**src/logic/frame_pkg.sv**
```systemverilog
// Sizes are fixed at build time; host firmware must use the same register map and status bits
package frame_pkg;

    // Wishbone configuration port, word addresses
    localparam int WB_AW = 3;
    localparam int WB_DW = 32;

    localparam logic [WB_AW-1:0] REG_STATUS  = 3'd0;
    localparam logic [WB_AW-1:0] REG_JOY1    = 3'd1;
    localparam logic [WB_AW-1:0] REG_JOY2    = 3'd2;
    localparam logic [WB_AW-1:0] REG_DL_CTRL = 3'd3;  // Bit 0 is downloading
    localparam logic [WB_AW-1:0] REG_DL_ADDR = 3'd4;
    localparam logic [WB_AW-1:0] REG_DL_DATA = 3'd5;  // Write only, low byte

    // On-chip ROM buffer standing in for SDRAM
    localparam int ROM_AW    = 10;
    localparam int ROM_DW    = 32;
    localparam int ROM_WORDS = 1 << ROM_AW;
    localparam int DL_AW     = ROM_AW + 2;  // Byte address, little-endian lanes

    // Joystick word: 3..0 directions, 7..4 buttons
    localparam int JOY_W     = 10;
    localparam int JOY_COIN  = 8;
    localparam int JOY_START = 9;

    // Game inputs leave the framework inverted when 0
    localparam logic GAME_INPUTS_ACTIVE_HIGH = 1'b0;

    // Game reset hold after the last cause
    localparam int RST_HOLD  = 16;
    localparam int RST_CNT_W = $clog2(RST_HOLD + 1);

    localparam int SND_W = 16;

    // Core status word as set by the host
    typedef union packed {
        logic [31:0] raw;
        struct packed {
            logic [23:0] reserved;
            logic [3:0]  gfx_en;      // Layer enables for debug
            logic        snd_signed;  // Sound sample is two's complement
            logic        service;
            logic        pause;
            logic        flip;        // Bit 0
        } fields;
    } frame_status_u;

endpackage
```
**src/logic/frame_sd_dac.sv**
```systemverilog
// First-order sigma-delta at clk_sys rate; needs an external RC low-pass on the pin
`timescale 1ns/1ps

module frame_sd_dac (
    input  logic                        clk_sys,
    input  logic                        rst,
    input  logic                        snd_signed,
    input  logic [frame_pkg::SND_W-1:0] snd,
    output logic                        snd_pwm
);

    logic [frame_pkg::SND_W-1:0] smp_u;
    logic [frame_pkg::SND_W-1:0] acc;

    // Offset binary: flipping the sign bit maps -32768 to 0
    assign smp_u = {snd[frame_pkg::SND_W-1] ^ snd_signed, snd[frame_pkg::SND_W-2:0]};

    always_ff @(posedge clk_sys) begin
        if (rst) begin
            acc     <= '0;
            snd_pwm <= 1'b0;
        end else begin
            {snd_pwm, acc} <= {1'b0, acc} + {1'b0, smp_u};  // Carry is the output bit
        end
    end

endmodule

```
**config.mk**
```make
export PLATFORM = sky130hd
export DESIGN_NAME = frame_sd_dac
export DESIGN_NICKNAME = d
export VERILOG_FILES = /design/src/logic/frame_pkg.sv /design/src/logic/frame_sd_dac.sv
export SDC_FILE = /design/constraint.sdc
export NUM_CORES = 1
export LEC_CHECK = 0
export ABC_AREA = 1
export BUFFER_PORTS_ARGS = -buffer_cell sky130_fd_sc_hd__buf_2
export CAP_MARGIN = 20
export CORE_ASPECT_RATIO = 0.8
export CORE_UTILIZATION = 45
export CTS_CLUSTER_DIAMETER = 100
export DETAILED_ROUTE_END_ITERATION = 8
export GPL_TIMING_DRIVEN = 0
export HOLD_SLACK_MARGIN = 0.06
export PLACE_DENSITY = 0.69
export SETUP_SLACK_MARGIN = 0.4
export SYNTH_ARGS = -nofsm -noshare
export SYNTH_HDL_FRONTEND = slang
export SYNTH_SLANG_ARGS = --single-unit
```
**constraint.sdc**
```tcl
create_clock -name clk_sys -period 1.64 [get_ports clk_sys]
set_input_delay 0.164 -clock clk_sys [delete_from_list [all_inputs] [get_ports clk_sys]]
set_output_delay 0.164 -clock clk_sys [all_outputs]
set_load 0.1 [all_outputs]
```
# Word level (Yosys, flattened, before mapping)
# Cells that the tools add are included.
dict set report totals {
  wordCells 4
  output_inout_bits 1
  inputBits 19
  register_bits 17
}
dict set report classes {
  add_sub_neg 1
  bitwise 1
}
# op count
set op_table {}
lappend op_table {{adder 16 x 16 -> 17 bit} 1}
lappend op_table {{bitwise XOR 1 bit} 1}

# Depth between registers and ports, before layout
dict set report depth {
  word_depth 2
  ltp_mapped 11
  mapped_depth_nobuf 11
}

# Worst setup path after synthesis
# Ideal clock, no wire load.
dict set report synth_path {
  path_type {register to register}
  startpoint {reg acc[0] (netlist bit)}
  endpoint {reg acc[14] (netlist bit)}
  setup_ps 115
  slack_ps 127
  path_stages_with_launch 11
  n_path_buf 0
  synth_period_minus_slack_ps 1513
  arrival_time_ps 1398
  t_required_ps 1525
  path_cell_list {dfxtp_1 > ha_1 > fa_1 > nand2_1 > nand2_1 > nand3b_1 > nand2_1 > nand2_1 > nand3_1 > nand2_1 > nor2_1}
}
dict set report synth_via {
  elab_chain_cells 1
}
# element line
set synth_lines {}
lappend synth_lines {{start, declared} frame_sd_dac.sv:13} ;# logic [frame_pkg::SND_W-1:0] acc;
lappend synth_lines {{start signal, assigned} frame_sd_dac.sv:23} ;# {snd_pwm, acc} <= {1'b0, acc} + {1'b0, smp_u};
lappend synth_lines {{adder 16 x 16 -> 17 bit} frame_sd_dac.sv:23}
# No other way between the ends.
# A chain may end at the register's enable or synchronous reset.

# Worst setup path after layout
dict set report layout_path {
  startpoint {reg acc[0] (netlist bit)}
  endpoint {reg acc[6] (netlist bit)}
}
# Same word-level chain as after synthesis.

==> Implementation_results.wiki <==
{| class="wikitable"
! Metric !! Value
|-
| Reg-to-reg setup timing slack || approximately 0.032 ns
|-
| Mapped Nets || 253
|-
| Max-slew violation total from the final report || 0
|-
| Clock transition at the registers of the reported paths || ~0.07 ns
|-
| ANT cells || 0
|-
| Library cells used by synthesis || 22
|-
| Reg power frac || 25.0%
|-
| Clk Latency, worst-skew pair || approximately 0.25 ns
|-
| Worst slack at placement || about 0.075 ns
|-
| Data arrival time of the worst path || roughly 1.8 ns
|-
| Boundary pin count || 20
|-
| MaxCap Viol Count || 0
|-
| Status || finished, final reports clean
|-
| Sink count of the clock tree || 17
|-
| Type of the worst setup path || register to register
|-
| Proportion of power drawn by combinational gates || approximately 62%
|-
| Critical-path cell list || ha_4 > fa_2 > nand2_2 > nand2_1 > nand3b_1 > nand2_2 > buf_4 > o21ai_1 > a21oi_1
|-
| Worst-case clock buffer depth || 2
|-
| Maximum number of pins on one net before global-route repair || 11
|-
| Average size of a mapped cell || about 6.4 sq um
|-
| Wire per inst || around 11 um
|-
| Cell Area, Synth || approximately 0.0014 sq mm
|-
| Relative area change from synthesis to final layout || 35.7%
|-
| Root Driver || clkbuf_8
|-
| Via count normalized by instance count || ~4.6
|-
| Final clock skew || 0.00117 ns
|-
| Buffers and inverters on the worst path || 1
|-
| GRT Residual Overflow || 0
|-
| Ratio of final minimum period to clock period || 98.1%
|-
| Share of total power consumed by net switching || between 40% and 50%
|-
| Peak ir drop on the vdd network || 0.000790 V
|-
| R2R depth || 9
|-
| Core utilization of the finished layout || roughly two thirds
|-
| Destination of the worst register-to-register timing path || acc[6]
|-
| Cells after synthesis || ~220
|-
| Slew at the pin closest to its max-slew limit || slightly below 0.5 ns
|-
| H-tree Lvls || 1
|-
| Number of nets in the layout || about 280
|-
| Largest stage delay on the critical path || about 0.34 ns
|-
| Reported leakage power || roughly 0.00095 uW
|-
| Biggest area consumer among synthesized cells || dfxtp_1
|-
| Logic depth of the worst path, buffers included || 9
|-
| Total of warnings raised by yosys || 0
|-
| Worst Hold Launch || rst
|-
| Instance count along the most critical hold path || 2
|-
| Top area cells in the synthesized netlist || dfxtp_1 24%, nand2_1 18%, ha_1 14%
|-
| Number of endpoints with negative hold slack in the final report || 0
|-
| FF-to-FF Start || acc[0]
|-
| Crit path max-delay family || adder cells
|-
| Post-synth top area share || approximately a quarter
|-
| Setup crit start kind || register
|-
| Initial core utilization || approximately half
|-
| NetSw || around 1100 uW
|-
| DIE AREA || 0.00332 sq mm
|-
| Slew HR || slightly below 70%
|-
| Standard-cell rows || 17
|-
| Global-route wire length before repair || approximately 5.2 mm
|-
| Worst setup margin || between 0.03 and 0.04 ns
|-
| Chip Height || 51.7 um
|-
| Shortest period the worst path allows || about 1.6 ns
|-
| Gr usage total || between 20 and 25%
|-
| Vias in the first global route || approximately 1200
|-
| Number of antenna violations at the first check in global routing || 0
|-
| Terminating pin of the worst hold path || snd_pwm
|-
| Share of post-route cells with drive strength above 1 || 40.6%
|-
| Slowest-stage cell, CP || fa_2
|-
| Cell with the most instances on the worst path || nand2_2
|-
| Wire length reported by the detailed router || 3.09 mm
|-
| Number of nets with antenna violations after routing || 0
|-
| Ratio of total power to cell area || between 1000 and 1500 mW/mm^2
|-
| Number of buffers inserted during clock tree synthesis || 3
|-
| Worst-path fanout max || 3
|-
| Filler cell count in the final layout || roughly 260
|-
| Cts hold-fix bufs || 0
|-
| Violation count after the first detailed-route iteration || approximately 60
|-
| Number of buffer cells added on primary ports || 19
|-
| Critical path capture point type || register
|-
| Post-DP HPWL || between 2 and 2.5 mm
|-
| FF+latch count, synth || 17
|-
| Min-Delay Path Class || input pin to register
|-
| RSZ-0062 raised after global routing || yes
|-
| Total via count after detailed routing || between 1000 and 1500
|-
| Highest clock frequency the design can meet || 622 MHz
|-
| Weighted congestion reported at the end of routability-driven placement || between 0.8 and 0.9
|-
| Die Span X || 64.2 um
|-
| Number of iterations in the first detailed-routing pass || 4
|-
| Data required time of the critical path || between 1.5 and 2 ns
|-
| Clock tree from TritonCTS || built
|-
| Core Area || 0.00285 sq mm
|-
| Final Setup Violations || 0
|-
| Sequential fraction of the synthesis area || between 20% and 30%
|-
| Number of DRC violations after detailed routing || 0
|-
| Internal power || approximately 1400 uW
|-
| Clock power frac || between 10% and 20%
|}
cells by family (layout without fill, tap and decap cells):
group | count (synthesis) | in the layout | synth area share [%]
and+or+nand+nor | 118 | 118 | 37.5
buffers and inverters | 39 | 66 | 11.1
AOI/OAI and AO/OA | 25 | 25 | 10.5
adders and majority gates | 17 | 17 | 15.8
DFF | 17 | 17 | 24.5
xor gates and xnor gates | 1 | 1 | 0.630
worst max path at each step:
stage / endpoint / start
final: acc[6] / acc[0]
after CTS: acc[10] / acc[0]
after floorplan: acc[14] / acc[0]
after global routing: acc[10] / acc[0]
after detailed placement: acc[10] / acc[0]
after global placement: acc[10] / acc[0]
timing repair:
action	in CTS	in global routing
setup endpoints to repair	14	14
resized for setup	15	24
setup buffers	2	2
pin swaps	5	16
per-layer routing:
metal / routed length [um] / vias up / global-route usage (%)
li1: - / 726 / -
met1: 1700 / 562 / 29.3
met2: 1280 / 19 / 32.1
met3: 98 / 4 / 4.61
met4: 18 / 0 / 3.33
met5: 0 / - / 0
metrics by stage:
stage / hold slack [ns] / std cells / power, uW / setup TNS (ns) / area [sq um]
2_1_floorplan: 0.226 / 217 / 1710 / 0 / 1550
3_3_place_gp: 0.375 / 274 / 1950 / 0 / 1690
3_5_place_dp: 0.378 / 274 / 1970 / 0 / 1690
4_1_cts: 0.106 / 280 / 2350 / 0 / 1780
5_1_grt: 0.129 / 282 / 2740 / -0.180 / 1890
6_report: 0.123 / 282 / 2490 / 0 / 1890
cell usage after synthesis:
| cell | count |
|---|---|
| dfxtp_1 | 17 |
| ha_1 | 16 |
| nand3_1 | 5 |
| nand3_2 | 2 |
| and2_2 | 1 |
| nor3_2 | 3 |
| nor2_1 | 26 |
| nand2_2 | 10 |
| xor2_1 | 1 |
| a211oi_1 | 1 |
| nand2_1 | 67 |
| inv_2 | 5 |
| buf_6 | 1 |
| inv_1 | 33 |
| nor2_2 | 1 |
| o21ai_0 | 6 |
| a21oi_2 | 2 |
| a21oi_4 | 1 |
| nand3b_1 | 2 |
| or2_1 | 1 |
| fa_1 | 1 |
| a21oi_1 | 15 |
cells in the final DEF (no fill, tap or decap):
cell type / instances
ha_1: 3
nand3_1: 1
nand2_2: 25
nor3_2: 3
and2_4: 1
buf_2: 19
clkbuf_1: 1
nor2_2: 2
ha_4: 13
fa_2: 1
nand3_2: 5
xor2_1: 1
inv_1: 33
nand3b_1: 2
dfxtp_1: 10
clkbuf_8: 3
a21oi_2: 4
a21oi_4: 2
nand3_4: 1
buf_4: 4
nand2_4: 2
inv_2: 5
o21ai_1: 6
a211oi_1: 1
nor2_1: 25
or2_4: 1
a21oi_1: 12
buf_6: 1
dfxtp_2: 7
nand2_1: 50
sequential cells by signal, indices dropped and copies added, names as in the netlist:
name	count
acc	16
snd_pwm	1
power groups by stage:
stage / Sequential, uW / Clock (uW) / Combinational (uW)
final: 623 / 318 / 1550
after global routing: 635 / 353 / 1750
after CTS: 615 / 338 / 1400
after detailed placement: 620 / 0 / 1350
after global placement: 616 / 0 / 1340
after floorplan: 664 / 0 / 1040
final cells by class:
type	count	area [sq um]	area share, %
sequential	17	349	18.5
inverter	38	143	7.55
timing repair buffer	23	125	6.63
multi-input combinational	161	1170	61.8
clock buffer	4	45.0	2.39
tap	38	47.5	2.52
buffer	1	11.3	0.596
(Power assumes the default switching activity.)
