**config.mk**
```make
export PLATFORM = sky130hd
export DESIGN_NAME = frame_reset
export DESIGN_NICKNAME = d
export VERILOG_FILES = /design/src/logic/frame_pkg.sv /design/src/logic/frame_reset.sv
export SDC_FILE = /design/constraint.sdc
export NUM_CORES = 1
export LEC_CHECK = 0
export BUFFER_PORTS_ARGS = -buffer_cell sky130_fd_sc_hd__clkbuf_2
export CORE_AREA = 2 2 39 41
export DETAILED_ROUTE_END_ITERATION = 8
export DIE_AREA = 0 0 41 43
export GPL_ROUTABILITY_DRIVEN = 0
export HOLD_SLACK_MARGIN = 0.1
export PLACE_DENSITY_LB_ADDON = 0.2
export SLEW_MARGIN = 20
export SYNTH_ARGS = -nofsm -noshare
export SYNTH_HDL_FRONTEND = slang
export SYNTH_SLANG_ARGS = --single-unit
```
**constraint.sdc**
```tcl
create_clock -name clk_sys -period 2.5 [get_ports clk_sys]
set_input_delay 0.5 -clock clk_sys [delete_from_list [all_inputs] [get_ports clk_sys]]
set_output_delay 0.5 -clock clk_sys [all_outputs]
set_load 0.02 [all_outputs]
```
**src/logic/frame_pkg.sv**
```systemverilog
// Sizes are fixed at build time; host firmware must use the same register map and status bits
package frame_pkg;

    // Wishbone configuration port, word addresses
    localparam int WB_AW = 3;
    localparam int WB_DW = 32;

    localparam logic [WB_AW-1:0] REG_STATUS  = 3'd0;
    localparam logic [WB_AW-1:0] REG_JOY1    = 3'd1;
    localparam logic [WB_AW-1:0] REG_JOY2    = 3'd2;
    localparam logic [WB_AW-1:0] REG_DL_CTRL = 3'd3;  // Bit 0 is downloading
    localparam logic [WB_AW-1:0] REG_DL_ADDR = 3'd4;
    localparam logic [WB_AW-1:0] REG_DL_DATA = 3'd5;  // Write only, low byte

    // On-chip ROM buffer standing in for SDRAM
    localparam int ROM_AW    = 10;
    localparam int ROM_DW    = 32;
    localparam int ROM_WORDS = 1 << ROM_AW;
    localparam int DL_AW     = ROM_AW + 2;  // Byte address, little-endian lanes

    // Joystick word: 3..0 directions, 7..4 buttons
    localparam int JOY_W     = 10;
    localparam int JOY_COIN  = 8;
    localparam int JOY_START = 9;

    // Game inputs leave the framework inverted when 0
    localparam logic GAME_INPUTS_ACTIVE_HIGH = 1'b0;

    // Game reset hold after the last cause
    localparam int RST_HOLD  = 16;
    localparam int RST_CNT_W = $clog2(RST_HOLD + 1);

    localparam int SND_W = 16;

    // Core status word as set by the host
    typedef union packed {
        logic [31:0] raw;
        struct packed {
            logic [23:0] reserved;
            logic [3:0]  gfx_en;      // Layer enables for debug
            logic        snd_signed;  // Sound sample is two's complement
            logic        service;
            logic        pause;
            logic        flip;        // Bit 0
        } fields;
    } frame_status_u;

endpackage
```
**src/logic/frame_reset.sv**
```systemverilog
// Game reset is held RST_HOLD cycles past the last cause; flip is assumed synchronous to clk_sys
`timescale 1ns/1ps

module frame_reset (
    input  logic clk_sys,
    input  logic rst,
    input  logic rst_req,
    input  logic flip,
    input  logic downloading,
    output logic game_rst
);

    logic                            flip_q;
    logic                            flip_chg;
    logic                            cause;
    logic [frame_pkg::RST_CNT_W-1:0] hold_cnt;

    assign flip_chg = flip ^ flip_q;  // Screen flip needs a fresh game start
    assign cause    = rst | downloading | rst_req | flip_chg;

    always_ff @(posedge clk_sys) begin
        if (rst) begin
            flip_q   <= 1'b0;
            hold_cnt <= frame_pkg::RST_CNT_W'(frame_pkg::RST_HOLD);
        end else begin
            flip_q <= flip;
            if (cause) begin
                hold_cnt <= frame_pkg::RST_CNT_W'(frame_pkg::RST_HOLD);  // Reload
            end else if (hold_cnt != '0) begin
                hold_cnt <= hold_cnt - 1'b1;
            end
        end
    end

    assign game_rst = cause | (hold_cnt != '0);

    // Core never runs while the ROM is being rewritten
    a_rst_in_dl: assert property (@(posedge clk_sys) downloading |-> game_rst);

endmodule

```
# Yosys cells after proc, flatten, opt, wreduce, memory -nomap -nowiden
# Index checks and enable logic that the tools add are counted.
[word_totals]
inputBits = 5
wordCells = 10
regBits = 6
[classes]
n_reduce_logical = 2
n_addsub = 1
bitwise_logic = 5
[ops]
columns = ["operator", "n"]
rows = [
  ["5-bit nonzero test", 1],
  ["5-bit by 1-bit subtractor with 5-bit output (second input constant)", 1],
  ["1-bit OR", 4],
  ["2-bit OR reduction", 1],
  ["1-bit bitwise XOR", 1],
]

# Longest topological paths before layout
# Gate-level depths: netlist of the first run.
[depth]
depth_word = 4
depth_mapped = 5
ltp_nobuf = 5

# Least setup slack after synthesis of the first run
# OpenSTA, ideal clock, no wires.
[synth_timing]
kind = "reg-to-output"
start = "register hold_cnt[0] in the netlist's numbering"
end = "output game_rst"
t_required_ns = 2.000
setup_slack_ns = 0.935
t_arrival_ns = 1.065
n_path_buf = 0
stages_incl_launch_ff = 5
cell_sequence = "dfxtp_1 inv_1 ha_1 nor4b_4 nand2_1"
[synth_between]
elab_chain_len = 2
[synth_rtl]
columns = ["element", "line", "text"]
rows = [
  ["from (decl)", "frame_reset.sv:16", "logic [frame_pkg::RST_CNT_W-1:0] hold_cnt;"],
  ["from (signal assigned)", "frame_reset.sv:24", "hold_cnt <= frame_pkg::RST_CNT_W'(frame_pkg::RST_HOLD);"],
  ["from (signal assigned)", "frame_reset.sv:28", "hold_cnt <= frame_pkg::RST_CNT_W'(frame_pkg::RST_HOLD);"],
  ["from (signal assigned)", "frame_reset.sv:30", "hold_cnt <= hold_cnt - 1'b1;"],
  ["5-bit nonzero test", "frame_reset.sv:35", "assign game_rst = cause | (hold_cnt != '0);"],
  ["1-bit OR", "frame_reset.sv:35", ""],
  ["to (decl)", "frame_reset.sv:10", "output logic game_rst"],
]
# No other way between the ends.

# Worst setup path in the final report of the first run
# Ends and elaborated chain as after synthesis.

==> summary.txt, run 1 <==
Status
  • Status: finished, final reports clean

GRT
  • Largest net degree at the start of global routing: 7
  • GR Util met1: 9.325%
  • Total gr overflow: 0
  • Vias in the first global route: 250
  • Total Routing Usage GR: 8.735%
  • Met3 usage: 1.571%
  • Met2 usage: 12.50%
  • Initial antenna violation count: 0
  • Top Usage Layer GRT: met2
  • First-pass GRT wire length: 1.000 mm

Timing
  • Tmin final: 1.968 ns
  • Slew @ Worst Pin: 0.4032 ns
  • Worst slew margin: 73.01%
  • FMAX: 0.5081 GHz
  • RSZ-0062 raised after global routing: false
  • Final hold vios: 0
  • Final Cycle Share: 78.73%
  • Total negative slack: 0 ns
  • Fin Clk Skew: 0.002671 ns
  • Finish-stage setup viols: 0
  • Slew Viols, Final: 0

Synthesis
  • Main combinational cell family by area after synthesis: simple AND/OR/NAND/NOR gates
  • Compound-Gate Fraction of Synth Area: 2.532%
  • Mean Syn Cell Area: 10.23 um2
  • Yosys warns: 0
  • Adder-cell share of the synthesized area: 8.439%
  • Gate Count Post-Synth: 29
  • Commonest cells post-synth: dfxtp_1 (6), nor3_1 (3), xnor2_1 (3)
  • Mux cell area share after synthesis: 3.376%
  • Most frequent cell after synthesis: dfxtp_1
  • Seq/Total Area, Yosys: 40.51%
  • Synth Area in Simple Gates: 30.80%
  • Top post-synthesis cells by area: dfxtp_1 (41%), xnor2_1 (8.9%), ha_1 (8.4%)
  • Share of the synthesized area in the top cell type: 40.51%
  • Top_reg_cell synth: dfxtp_1
  • Yosys top cell by area: dfxtp_1
  • Number of flops mapped to enable cells by yosys: 0
  • Mapped Nets: 36
  • Post-Synth XOR/XNOR Area: 11.81%
  • FFs w/ async S/R, synth: 0%
  • Unique masters post-synth: 15
  • #FFs+latches synth: 6
  • Mapped Area: 296.5 um2

Finish
  • Share of layout cells above drive strength 1: 27.03%
  • # nets final: 46
  • # diodes: 0
  • Fill count: 145
  • Area grow syn2layout: 22.78%

Floorplan
  • Die area: 1763 um2
  • Die Span Y: 43 um
  • Die W: 41 um
  • Top-Level Pins: 6
  • Starting Density: 21.43%
  • Row count: 14
  • Core area: 1384 um2

Critical path
  • Crit-path max FO: 6
  • Crit-path cells: inv_1 -> ha_1 -> nor4b_4 -> nand2_1 -> clkbuf_2
  • WP buf/inv: 2
  • CP Launch Type: flop
  • Delay-heaviest family, CP: simple AND/OR/NAND/NOR gates
  • CP Data Arrival Time: 1.47 ns
  • Worst setup path class: flop to output pin
  • Worst path max stage delay: 0.37 ns
  • Worst endpoint required time: 2.00 ns
  • Endpoint type of the worst setup path: output pin
  • CP max stage cell: nor4b_4

Routing
  • Routed via count: 231
  • Antenna Nets Post-Route: 0
  • Vias per cell: 4.358
  • DRC viols: 0
  • Pre-Repair DR Iteration Count: 2
  • Initial DRC Count: 4
  • DR WL/cell: 10.23 um
  • Total routed wirelength: 542 um

Power
  • Peak VDD IR: 0.0002476 V
  • Static leakage: 0.1500 nW
  • Power density over cell area: 598.5 nW/um2
  • Final Power: 0.2179 mW

Clocking
  • Clock sink total: 6
  • Maximum clock path buffer count: 2
  • # hold bufs at CTS: 0
  • CTS clock-pin slew for the worst setup and hold paths: 0.05 ns
  • Post-CTS sizing: 0
  • Buffer count from post-CTS setup fixing: 0
  • H-tree Lvls: 1
  • Worst-Skew Late Latency: 0.24 ns
  • Total CTS buffers: 3
  • Clk root buf: clkbuf_4
  • TritonCTS clock tree: yes

Hold path
  • Hold/Removal Path Class: primary input to flop

Place
  • HPWL Detailed: 423.5 um
  • PortBufs: 5

Job
  • Max Cap Viol: 0
flip-flops by register name, summed over array words and instances, names as in the netlist:
register	cells
hold_cnt	5
flip_q	1
cells by family after synthesis:
group,Yosys count
flops,6
fa+ha+maj,2
simple gates,13
compound gates,1
mux,1
buf+inv,2
xor+xnor,4
layer usage:
| metal | vias to the layer above | part of all wire (%) |
|---|---|---|
| li1 | 117 | - |
| met1 | 107 | 43 |
| met2 | 5 | 52 |
| met3 | 2 | 3.3 |
| met4 | 0 | 1.8 |
| met5 | - | 0 |
metrics by stage:
stage	std cells	setup WS [ns]	utilization (%)	area [um2]	hold slack, ns
2_1_floorplan	29	0.9354	-	296.5	0.4746
3_3_place_gp	50	0.7641	24.68	341.6	0.4911
3_5_place_dp	50	0.7177	24.68	341.6	0.5203
4_1_cts	53	0.5070	26.31	364.1	0.4422
6_report	53	0.5318	26.31	364.1	0.4508
5_1_grt	53	0.3981	26.31	364.1	0.4663
cells in the final DEF (no fill, tap or decap), drive strengths merged:
master and n:
a211oi 1, clkbuf 8, dfxtp 6, ha 2, inv 2, mux2i 1
nand2 2, nor2 2, nor2b 2, nor3 3, nor3b 1, nor4 1
nor4b 1, or4 1, xnor2 3, xor2 1
final cells by class:
class                           count  area, um2  area share (%)
Timing Repair Buffer                5      25.02           6.873
Clock buffer                        3      22.52           6.186
Sequential cell                     6      120.1           32.99
Multi-Input combinational cell     21      168.9           46.39
Inverter                            2      7.507           2.062
Tap cell                           16      20.02           5.498
path summary, 6_finish.rpt:
check               from          end  slack (ns)  cells past startpoint
min reg2reg  hold_cnt[1]  hold_cnt[1]        0.52                      2
max reg2reg  hold_cnt[0]  hold_cnt[1]        1.12                      5
max          hold_cnt[0]     game_rst        0.53                      5
min                  rst       flip_q        0.45                      2
report_power, final:
part | switching, mW | internal [mW] | total (mW)
Sequential | 0.00327 | 0.0997 | 0.103
Combinational | 0.0119 | 0.0140 | 0.0260
Clock | 0.0347 | 0.0543 | 0.0890
Total | 0.0499 | 0.168 | 0.218
Note: power is estimated with default switching activity, not from simulation.
==> inputs of run 2 (changes only) <==
==> constraint.sdc (replaced) <==
create_clock -name clk_sys -period 1.9 [get_ports clk_sys]
set_input_delay 0.38 -clock clk_sys [delete_from_list [all_inputs] [get_ports clk_sys]]
set_output_delay 0.38 -clock clk_sys [all_outputs]
set_load 0.02 [all_outputs]
==> run 2 against run 1 <==
Cell count grew 1.9%. Register-to-register slack lost 0.57 ns. Sequential cell count is the same. Core utilization grew 0.54 points. Routed wire length grew 3.3%. Global-route usage grew 0.11 points. Non-clock buffer count grew 1. Cell area grew 2.1%. Worst hold slack lost 0.12 ns. Combinational power grew 35%. Setup slack lost 0.32 ns. Die area is the same. Highest routed layer unchanged.
==> summary.txt, run 2 (synthesis gave the netlist of run 1 again) <==
Clocking
  • CTS clock-pin slew for the worst setup and hold paths: 0.04 ns
  • Maximum clock path buffer count: 2
  • Clock sink total: 6
  • Post-CTS sizing: 0
  • Buffer count from post-CTS setup fixing: 0
  • Worst-Skew Late Latency: 0.25 ns
  • # hold bufs at CTS: 0
  • Total CTS buffers: 3
  • TritonCTS clock tree: yes
  • H-tree Lvls: 1
  • Clk root buf: clkbuf_4

Critical path
  • Critical R2R Launch: hold_cnt[0]
  • CP Launch Type: flop
  • Crit-path max FO: 3
  • R2R depth: 6
  • Worst setup path class: flop to output pin
  • CP Data Arrival Time: 1.31 ns
  • Endpoint type of the worst setup path: output pin
  • Reg2reg setup slack: 0.55 ns
  • R2r endpoint: hold_cnt[1]
  • Worst endpoint required time: 1.52 ns

Timing
  • Fin Clk Skew: 0.001686 ns
  • Tmin final: 1.693 ns
  • Total negative slack: 0 ns
  • Worst slew margin: 74.13%
  • RSZ-0062 raised after global routing: false
  • Final hold vios: 0
  • Final Cycle Share: 89.08%
  • Slew @ Worst Pin: 0.3845 ns
  • Finish-stage setup viols: 0
  • Final WS setup: 0.2075 ns
  • FMAX: 0.5908 GHz
  • Slew Viols, Final: 0

Routing
  • Total routed wirelength: 560 um
  • Vias per cell: 4.463
  • Initial DRC Count: 1
  • Pre-Repair DR Iteration Count: 2
  • Antenna Nets Post-Route: 0
  • DRC viols: 0
  • Routed via count: 241
  • DR WL/cell: 10.37 um

Finish
  • Area grow syn2layout: 25.32%
  • Biggest register: hold_cnt
  • # diodes: 0
  • Commonest non-fill, non-tap cell in the layout: dfxtp_1
  • Fin cells: 54
  • Fill count: 152
  • Top Registers: hold_cnt x5, flip_q x1
  • # nets final: 47
  • Share of layout cells above drive strength 1: 28.95%
  • Max FFs per register: 5
  • Commonest cells after routing, fill and taps aside: dfxtp_1 (6), clkbuf_2 (5), xnor2_1 (3), nor3_1 (3), clkbuf_4 (3)

GRT
  • Vias in the first global route: 248
  • First-pass GRT wire length: 945 um
  • Total Routing Usage GR: 8.844%
  • Initial antenna violation count: 0
  • Total gr overflow: 0
  • Largest net degree at the start of global routing: 6

Floorplan
  • Die area: 1763 um2
  • Top-Level Pins: 6
  • Die W: 41 um
  • Die Span Y: 43 um
  • Row count: 14
  • Core area: 1384 um2
  • Starting Density: 21.43%

Status
  • Status: finished, final reports clean

Power
  • Final Power: 0.2894 mW
  • Peak VDD IR: 0.0002189 V
  • Static leakage: 0.1554 nW
  • Power density over cell area: 778.9 nW/um2

Hold path
  • Start point of the worst min-delay path: rst
  • Hold depth: 2
  • Worst Hold End: flip_q
  • Hold/Removal Path Class: primary input to flop

Job
  • Max Cap Viol: 0

Place
  • Dpl cells: 51
  • DP Worst Slack: 0.2997 ns
  • PortBufs: 5
  • HPWL Detailed: 449.1 um
-- run 2: area by class of cell --
class,instances,area (um2),share of cell area [%]
inverters,2,7.507,2.020
multi-input cells,21,168.9,45.45
flip-flops and latches,6,120.1,32.32
repair buffers,6,32.53,8.754
well taps,16,20.02,5.387
clock buffers,3,22.52,6.061
-- run 2: how the worst max path moves through the flow --
| stage | end | start | slack, ns |
|---|---|---|---|
| after global placement | game_rst | flip | 0.39 |
| after CTS | game_rst | hold_cnt[0] | 0.18 |
| after detailed placement | game_rst | flip | 0.30 |
| final | game_rst | hold_cnt[0] | 0.21 |
| after floorplan | game_rst | hold_cnt[0] | 0.46 |
| after global routing | game_rst | hold_cnt[0] | 0.1 |
-- run 2: worst max-delay path, cell delays in order, from the launching register on --
cell and delay (ns):
dfxtp_1 0.30, inv_1 0.11, ha_1 0.19, nor4b_4 0.21, nand2_1 0.08, clkbuf_2 0.17
-- run 2: metal layers --
layer / up-vias / global-route usage, % / wire length [um]
met1: 109 / 8.065 / 204
met2: 7 / 12.19 / 297
li1: 121 / - / -
met5: - / 0 / 0
met3: 4 / 3.141 / 26
met4: 0 / 12.00 / 31
-- run 2: metrics by stage --
stage | hold WS [ns] | cell area [um2] | utilization, %
floorplan | 0.4516 | 296.5 | -
global placement | 0.4921 | 349.1 | 25.23
detailed placement | 0.5191 | 349.1 | 25.23
CTS | 0.3184 | 371.6 | 26.85
global route | 0.3201 | 371.6 | 26.85
finish | 0.3303 | 371.6 | 26.85
-- run 2: power breakdown --
part	switching, mW	internal [mW]
registers	0.00435	0.131
clock network	0.0474	0.0715
logic	0.0156	0.0193
