### config.mk
export PLATFORM = sky130hd
export DESIGN_NAME = frame_regs
export DESIGN_NICKNAME = d
export VERILOG_FILES = /design/src/logic/frame_pkg.sv /design/src/logic/frame_regs.sv
export SDC_FILE = /design/constraint.sdc
export NUM_CORES = 1
export LEC_CHECK = 0
export ABC_AREA = 1
export BUFFER_PORTS_ARGS = -buffer_cell sky130_fd_sc_hd__buf_2
export CAP_MARGIN = 20
export CORE_MARGIN = 2
export CORE_UTILIZATION = 40
export CTS_CLUSTER_DIAMETER = 80
export DETAILED_ROUTE_END_ITERATION = 12
export PLACE_DENSITY = 0.68
export REMOVE_ABC_BUFFERS = 1
export SYNTH_ARGS = -nofsm -noshare
export SYNTH_HDL_FRONTEND = slang
export SYNTH_SLANG_ARGS = --single-unit
### constraint.sdc
create_clock -name clk_sys -period 1.82 [get_ports clk_sys]
set_input_delay 0.091 -clock clk_sys [delete_from_list [all_inputs] [get_ports clk_sys]]
set_output_delay 0.091 -clock clk_sys [all_outputs]
set_load 0.005 [all_outputs]
### src/logic/frame_pkg.sv
// Sizes are fixed at build time; host firmware must use the same register map and status bits
package frame_pkg;

    // Wishbone configuration port, word addresses
    localparam int WB_AW = 3;
    localparam int WB_DW = 32;

    localparam logic [WB_AW-1:0] REG_STATUS  = 3'd0;
    localparam logic [WB_AW-1:0] REG_JOY1    = 3'd1;
    localparam logic [WB_AW-1:0] REG_JOY2    = 3'd2;
    localparam logic [WB_AW-1:0] REG_DL_CTRL = 3'd3;  // Bit 0 is downloading
    localparam logic [WB_AW-1:0] REG_DL_ADDR = 3'd4;
    localparam logic [WB_AW-1:0] REG_DL_DATA = 3'd5;  // Write only, low byte

    // On-chip ROM buffer standing in for SDRAM
    localparam int ROM_AW    = 10;
    localparam int ROM_DW    = 32;
    localparam int ROM_WORDS = 1 << ROM_AW;
    localparam int DL_AW     = ROM_AW + 2;  // Byte address, little-endian lanes

    // Joystick word: 3..0 directions, 7..4 buttons
    localparam int JOY_W     = 10;
    localparam int JOY_COIN  = 8;
    localparam int JOY_START = 9;

    // Game inputs leave the framework inverted when 0
    localparam logic GAME_INPUTS_ACTIVE_HIGH = 1'b0;

    // Game reset hold after the last cause
    localparam int RST_HOLD  = 16;
    localparam int RST_CNT_W = $clog2(RST_HOLD + 1);

    localparam int SND_W = 16;

    // Core status word as set by the host
    typedef union packed {
        logic [31:0] raw;
        struct packed {
            logic [23:0] reserved;
            logic [3:0]  gfx_en;      // Layer enables for debug
            logic        snd_signed;  // Sound sample is two's complement
            logic        service;
            logic        pause;
            logic        flip;        // Bit 0
        } fields;
    } frame_status_u;

endpackage
### src/logic/frame_regs.sv
// Single-beat Wishbone classic only, no byte selects and no error or retry; one ack cycle per access
`timescale 1ns/1ps

module frame_regs (
    input  logic                        clk_sys,
    input  logic                        rst,
    // Host configuration port
    input  logic                        wb_cyc,
    input  logic                        wb_stb,
    input  logic                        wb_we,
    input  logic [frame_pkg::WB_AW-1:0] wb_adr,
    input  logic [frame_pkg::WB_DW-1:0] wb_dat_w,
    output logic [frame_pkg::WB_DW-1:0] wb_dat_r,
    output logic                        wb_ack,
    // Download stream
    output logic                        downloading,
    output logic [frame_pkg::DL_AW-1:0] ioctl_addr,
    output logic [7:0]                  ioctl_data,
    output logic                        ioctl_wr,
    // Status controls
    output logic                        flip,
    output logic                        snd_signed,
    // Game inputs
    output logic [frame_pkg::JOY_W-1:0] game_joystick1,
    output logic [frame_pkg::JOY_W-1:0] game_joystick2,
    output logic [1:0]                  game_coin,
    output logic [1:0]                  game_start,
    output logic                        game_pause,
    output logic                        game_service,
    output logic [3:0]                  gfx_en
);

    frame_pkg::frame_status_u    status_q;
    logic [frame_pkg::JOY_W-1:0] joy1_q;
    logic [frame_pkg::JOY_W-1:0] joy2_q;
    logic [frame_pkg::DL_AW-1:0] dl_addr_q;
    logic                        wb_access;
    logic                        wb_wr;
    logic                        dl_wr;
    logic                        in_inv;
    logic [frame_pkg::WB_DW-1:0] rd_mux;

    assign wb_access = wb_cyc & wb_stb & ~wb_ack;  // New beat only
    assign wb_wr     = wb_access & wb_we;
    assign dl_wr     = wb_wr & (wb_adr == frame_pkg::REG_DL_DATA);
    assign in_inv    = ~frame_pkg::GAME_INPUTS_ACTIVE_HIGH;

    // Read-back; download data and holes read as zero
    always_comb begin
        rd_mux = '0;
        case (wb_adr)
            frame_pkg::REG_STATUS:  rd_mux = status_q.raw;
            frame_pkg::REG_JOY1:    rd_mux[frame_pkg::JOY_W-1:0] = joy1_q;
            frame_pkg::REG_JOY2:    rd_mux[frame_pkg::JOY_W-1:0] = joy2_q;
            frame_pkg::REG_DL_CTRL: rd_mux[0] = downloading;
            frame_pkg::REG_DL_ADDR: rd_mux[frame_pkg::DL_AW-1:0] = dl_addr_q;
            default:                rd_mux = '0;
        endcase
    end

    always_ff @(posedge clk_sys) begin
        if (rst) begin
            wb_ack <= 1'b0;
        end else begin
            wb_ack <= wb_access;
        end
    end

    always_ff @(posedge clk_sys) begin
        if (wb_access) begin
            wb_dat_r <= rd_mux;  // Valid with wb_ack
        end
    end

    always_ff @(posedge clk_sys) begin
        if (rst) begin
            status_q.raw <= '0;
            joy1_q       <= '0;
            joy2_q       <= '0;
            downloading  <= 1'b0;
            dl_addr_q    <= '0;
            ioctl_wr     <= 1'b0;
        end else begin
            ioctl_wr <= dl_wr;
            if (wb_wr) begin
                case (wb_adr)
                    frame_pkg::REG_STATUS:  status_q.raw <= wb_dat_w;
                    frame_pkg::REG_JOY1:    joy1_q <= wb_dat_w[frame_pkg::JOY_W-1:0];
                    frame_pkg::REG_JOY2:    joy2_q <= wb_dat_w[frame_pkg::JOY_W-1:0];
                    frame_pkg::REG_DL_CTRL: downloading <= wb_dat_w[0];
                    frame_pkg::REG_DL_ADDR: dl_addr_q <= wb_dat_w[frame_pkg::DL_AW-1:0];
                    frame_pkg::REG_DL_DATA: dl_addr_q <= dl_addr_q + 1'b1;  // Auto-increment
                    default: ;
                endcase
            end
        end
    end

    // Byte strobe carries the address before the increment
    always_ff @(posedge clk_sys) begin
        if (dl_wr) begin
            ioctl_addr <= dl_addr_q;
            ioctl_data <= wb_dat_w[7:0];
        end
    end

    // Status decode
    assign flip         = status_q.fields.flip;
    assign snd_signed   = status_q.fields.snd_signed;
    assign game_pause   = status_q.fields.pause;
    assign game_service = status_q.fields.service;
    assign gfx_en       = status_q.fields.gfx_en;

    // Game input polarity, player 2 in the upper bit
    assign game_joystick1 = joy1_q ^ {frame_pkg::JOY_W{in_inv}};
    assign game_joystick2 = joy2_q ^ {frame_pkg::JOY_W{in_inv}};
    assign game_coin  = {joy2_q[frame_pkg::JOY_COIN], joy1_q[frame_pkg::JOY_COIN]} ^ {2{in_inv}};
    assign game_start = {joy2_q[frame_pkg::JOY_START], joy1_q[frame_pkg::JOY_START]}
                        ^ {2{in_inv}};

    // Host must drop stb or wait a cycle between beats
    a_ack_single: assert property (@(posedge clk_sys) disable iff (rst) wb_ack |=> !wb_ack);

endmodule

# == Word-level counts from Yosys, hierarchy flattened ==
# Index checks and enable logic that the tools add are counted.
# word_totals
regBits,119
latch_bits,0
ram_bits,0
mem_bits_ro,0
input_bits,40
output_inout_bits,87
word_cells,37
mem_count,0
# classes
add_sub_neg,1
mul,0
div_mod_pow,0
order_cmp,0
n_eq_ne,5
shift,0
muxes,4
bitwise,9
reduce_logical,7
# op_table
cell,count
$pmux W9 S4,1
$pmux W12 S2,1
$not A10 Y10,2
$add A12 B1 Y12 const B,1
$reduce_and A2 Y1,5
$eq A3 B2 Y1 const B,2
$eq A3 B3 Y1 const B,2
$pmux W1 S5,1
$and A1 B1 Y1,4
$not A2 Y2,2
$pmux W2 S2,1
$eq A3 B1 Y1 const B,1
$logic_not A3 Y1,1
$reduce_bool A2 Y1,1
$not A1 Y1,1

# == Longest topological paths before layout ==
# depth
depth_word,4
ltp_mapped,8
depth_no_buf,8

# == Least setup slack after synthesis ==
# No wires, ideal clock.
# synth_path
kind,flip-flop to flip-flop
startpoint,register wb_ack
endpoint,"register ioctl_addr[0] (netlist name), enable pin"
setup_ps,397
t_arrival_ps,1585
required_time_ps,1423
path_slack_ps,-162
path_stages_with_launch,6
n_path_buf,0
period_less_slack_ps,1982
cell_sequence,dfxtp_1 inv_1 nand3_2 nor2_4 inv_1 nor2_1
# synth_between
elab_chain_cells,4
# synth_rtl
item,line,rtl
from (decl),frame_regs.sv:14,"output logic wb_ack,"
from (signal assigned),frame_regs.sv:65,wb_ack <= wb_access;
$not A1 Y1,frame_regs.sv:43,assign wb_access = wb_cyc & wb_stb & ~wb_ack;
$and A1 B1 Y1,frame_regs.sv:43,
$and A1 B1 Y1,frame_regs.sv:44,assign wb_wr = wb_access & wb_we;
$and A1 B1 Y1,frame_regs.sv:45,assign dl_wr = wb_wr & (wb_adr == frame_pkg::REG_DL_DATA);
named net dl_wr,frame_regs.sv:39,logic dl_wr;
to (signal assigned),frame_regs.sv:102,ioctl_addr <= dl_addr_q;
to (decl),frame_regs.sv:17,"output logic [frame_pkg::DL_AW-1:0] ioctl_addr,"
# The timed path passes the listed nets, and every way through them passes these cells.
# A chain may end at the register's enable or synchronous reset.

# == Worst setup path after layout ==
# layout_path
startpoint,register wb_ack
endpoint,register dl_addr_q[2] (netlist name)
# layout_between
elab_chain_cells,4
# layout_rtl
item,line,rtl
$not A1 Y1,frame_regs.sv:43,
$and A1 B1 Y1,frame_regs.sv:43,
$and A1 B1 Y1,frame_regs.sv:44,
$reduce_and A2 Y1 (no source line),-,
to (signal assigned),frame_regs.sv:91,frame_pkg::REG_DL_ADDR: dl_addr_q <= wb_dat_w[frame_pkg::DL_AW-1:0];
to (signal assigned),frame_regs.sv:92,frame_pkg::REG_DL_DATA: dl_addr_q <= dl_addr_q + 1'b1;
to (decl),frame_regs.sv:36,logic [frame_pkg::DL_AW-1:0] dl_addr_q;
# Every way passes these cells.

==> summary.md <==
The run finished with clean final reports. The clock share of power was 0.513; the number of synthesized flops with an enable pin was 52. The switching part of the total came out at 0.212. Startpoint-to-endpoint class of the critical path: register to register. From bottom edge to top edge, the die measures 114 um.

After floorplanning, the core was divided into 40 placement rows. Summing every instance area after synthesis gives 4820 um^2. In this run the remaining antenna-violating nets after routing total 0. The net load switching power was 0.00139 W. After clock tree synthesis, the clock-pin slew on the worst setup and hold paths is 0.05 ns. The first global-routing pass estimated 19900 um of wire. Wires add up to 12500 um. The tightest min-delay check is of the primary input to register type. The final setup violation count was 0; the final core area utilization was 0.542. The post-synthesis average cell area works out to 9.32 um^2. The tools report the data required time at the worst endpoint as 2.15 ns. Combinational share of power: 0.052. The number of filler instances in the final layout was 1051. Aggregate global-route resource usage: 0.200.

Traced cell by cell, the critical path runs through inv_1 > nand3_2 > nor2_4 > nand3_2 > inv_2 > o21ai_0 > a21oi_1. Multiplexer fraction of the synthesized cell area: 0. Arithmetic-cell share of the synthesized area counting full adders, half adders and majority gates: 0.00260. On the critical path, the stage with the largest delay is an instance of sky130_fd_sc_hd__nand3_2. The root cell of the clock tree is sky130_fd_sc_hd__clkbuf_16. In the routed design, unresolved DRC markers number 0.

Data on the critical path arrives at its endpoint at 1.95 ns. The startpoint of the worst setup timing path was wb_ack. The run gives 0 as the max-cap violation count. The number of buffers added on ports came out at 126.

The synthesized-area fraction occupied by and/or/nand/nor cells works out to 0.126. The tools report the endpoint type of the worst setup path as a register. Clock tree synthesis inserted a total of 17 buffers. TritonCTS built the clock tree.

Dividing total power by cell area gives a power density of 1010 nW/um^2. Family of cells with the greatest summed delay on the critical path: simple AND/OR/NAND/NOR gates. The origin of the critical flop-to-flop path was wb_ack. The via density per instance is 4.94, and the number of register bits inferred by synthesis is 119. Detailed routing inserted a total of 4112 vias. The number of clock sinks seen by CTS is 119. Based on the critical path, the design can be clocked at up to 0.619 GHz. In this run the static leakage power is 2.50 nW. The cell type contributing the most total cell area after synthesis was sky130_fd_sc_hd__edfxtp_1. In this run, the number of DRC markers left after iteration 0 of detailed routing was 347. The count of H-tree levels built during CTS was 4; the peak ir drop on the vdd network was 0.000479 V. The number of different library cells in the post-synthesis netlist is 30. The area growth from synthesis to layout is 33.9%. The worst hold path begins at wb_dat_w[17]. Together, buffers and inverters on the worst path number 2. For the post-route worst hold slack, the log shows 0.00752 ns. In the final routed layout, each cell accounts on average for 15.0 um. The clock period minus final worst setup slack is 1.61 ns, and the relative contribution of sequential cells to total power is 0.435. Async set or reset register ratio after synthesis: 0. The most used flip-flop cell after synthesis is sky130_fd_sc_hd__dfxtp_1. Internal power summed over all cells: 0.00516 W. The logs give 0.405 for the effective utilization at floorplan and 3939 for the number of global-route vias before repair. The clock latency reported for the late side of the worst-skew pair was 0.40 ns. The length of the first detailed-routing pass in iterations came out at 4.

In the post-synthesis netlist, the biggest area contributors are sky130_fd_sc_hd__edfxtp_1, sky130_fd_sc_hd__dfxtp_1, sky130_fd_sc_hd__a21oi_1. The sequential element share of the synthesized area was 0.602. On the worst path, the slowest cell contributes a delay of 0.40 ns. The initial antenna violation count was 0.

The area share of xor/xnor cells in the synthesized design is 0.00182, and the area of the die is 12900 um^2. The fraction of layout cells with a size suffix above 1 was 0.281; the number of top-level design ports was 127. The final hold violation count is 0, and the half-perimeter wire length after placement is 8400 um. The horizontal die dimension is 114 um, and the synthesized-area fraction occupied by ao, oa, aoi and oai cells is 0.166. The top-area cell type share of the netlist area is 0.324. Setup repair after global routing left no endpoint under its margin. Summed over all layers, the global routing overflow is 0.

The dominant combinational cell family by area after synthesis was compound AO/OA/AOI/OAI gates. The period utilization came out at 0.887. At the pin with the least slew margin, the transition time is 0.460 ns. Sorting the synthesized cells by how often they occur yields sky130_fd_sc_hd__nand2_1, sky130_fd_sc_hd__inv_1, sky130_fd_sc_hd__dfxtp_1, sky130_fd_sc_hd__a21oi_1, sky130_fd_sc_hd__edfxtp_1.

The core region is 11900 um^2. The count of synthesis-stage warnings from yosys was 0; the number of instances in the synthesized netlist was 517. The tightest slew margin relative to the limit is 0.693, and the pin count of the biggest net entering global routing is 53. Counting along the longest clock path gives a buffer depth of 2. Post-CTS repair changed the size of 0 cells. Routability-driven placement finished with a final weighted congestion of 0.856. The number of max-slew violations in the final report was 0.

At the end of the flow, the number of nets in the layout was 714. Between clock sinks in the finished design, the worst skew comes to 0.00792 ns. The most common cell in the synthesized netlist is sky130_fd_sc_hd__nand2_1.

The run gives 0 as the total inserted antenna cells. The launching element type of the critical path was a register. The cell that appears most often on the critical path is sky130_fd_sc_hd__nand3_2. Along the worst path, the maximum fanout reaches 20.
## stage by stage
| stage | setup WS, ns | power, W | setup TNS, ns | instance area, um^2 | instances |
|---|---|---|---|---|---|
| floorplan | -0.162 | 0.00303 | -3.23 | 4620 | 484 |
| global placement | 0.321 | 0.00319 | 0 | 5540 | 770 |
| detailed placement | 0.234 | 0.00319 | 0 | 5540 | 770 |
| CTS | 0.215 | 0.00659 | 0 | 6450 | 833 |
| global route | 0.0154 | 0.00677 | 0 | 6450 | 833 |
| finish | 0.205 | 0.00655 | 0 | 6450 | 833 |
## cells by family (layout without fill, tap and decap cells)
| logic type | Yosys count | count (layout) |
|---|---|---|
| xor+xnor | 1 | 1 |
| buf+inv | 109 | 278 |
| fa+ha+maj | 1 | 1 |
| simple gates | 142 | 142 |
| flops | 119 | 119 |
| compound gates | 145 | 145 |
## routing by layer
metal  vias to the layer above  GRT usage  share of wire
met3                        15     0.0563          0.058
met5                         -          0              0
met4                         0     0.0724          0.016
met2                       133      0.312           0.47
met1                      1927      0.268           0.46
li1                       2037          -              -
## path summary, 6_finish.rpt
kind	end	cells after the start	slack, ns
worst max register to register	dl_addr_q[2]	7	0.21
worst min-delay path	status_q[17]	3	0.008
worst min register to register	status_q[20]	2	0.45
worst max-delay path	dl_addr_q[2]	7	0.21
## timing repair
action	CTS	global route
buffers inserted	0	0
hold buffers	31	0
hold endpoints to repair	39	0
## worst reg2reg max path, cell delays in order, from the launching register on
cell                      delay, ns
sky130_fd_sc_hd__dfxtp_1       0.31
sky130_fd_sc_hd__inv_1         0.06
sky130_fd_sc_hd__nand3_2       0.10
sky130_fd_sc_hd__nor2_4        0.19
sky130_fd_sc_hd__nand3_2       0.40
sky130_fd_sc_hd__inv_2         0.24
sky130_fd_sc_hd__o21ai_0       0.12
sky130_fd_sc_hd__a21oi_1       0.13
## state kept, by name, indices dropped and copies added (netlist names)
register and flops:
downloading 1, wb_dat_r 32, status_q 32, joy2_q 10, ioctl_data 8, ioctl_wr 1, wb_ack 1, dl_addr_q 12
joy1_q 10, ioctl_addr 12
## power by group through the flow
stage / Combinational, W / Clock (W) / Sequential [W]
2_1_floorplan: 0.000125 / 0 / 0.00290
3_3_place_gp: 0.000285 / 0 / 0.00290
3_5_place_dp: 0.000290 / 0 / 0.00290
4_1_cts: 0.000344 / 0.00340 / 0.00285
5_1_grt: 0.000380 / 0.00354 / 0.00285
6_report: 0.000342 / 0.00336 / 0.00285
## layout make-up
type,instances,area (um^2),area share
Multi-Input combinational cell,289,1430,0.222
Sequential cell,119,2900,0.450
Inverter,76,285,0.0442
Clock inverter,12,153,0.0237
Timing Repair Buffer,170,1050,0.163
Tap cell,147,184,0.0285
Clock buffer,20,447,0.0692
## cell usage in the layout (no fill, tap or decap), types with 3 or more instances in the layout
master / n
sky130_fd_sc_hd__buf_2: 126
sky130_fd_sc_hd__inv_2: 6
sky130_fd_sc_hd__nand3_1: 17
sky130_fd_sc_hd__edfxtp_1: 52
sky130_fd_sc_hd__dfxtp_1: 67
sky130_fd_sc_hd__o2111ai_1: 9
sky130_fd_sc_hd__inv_1: 69
sky130_fd_sc_hd__nand2_1: 70
sky130_fd_sc_hd__o21ai_0: 51
sky130_fd_sc_hd__o21ai_1: 14
sky130_fd_sc_hd__dlygate4sd3_1: 31
sky130_fd_sc_hd__nand4_1: 3
sky130_fd_sc_hd__nor2_1: 41
sky130_fd_sc_hd__clkinvlp_4: 3
sky130_fd_sc_hd__bufinv_16: 3
sky130_fd_sc_hd__nand3_2: 3
sky130_fd_sc_hd__clkinv_4: 3
sky130_fd_sc_hd__a21oi_2: 10
sky130_fd_sc_hd__clkbuf_16: 17
sky130_fd_sc_hd__a21oi_1: 58
sky130_fd_sc_hd__buf_4: 12
No activity file was read; power rests on OpenSTA's default activity.
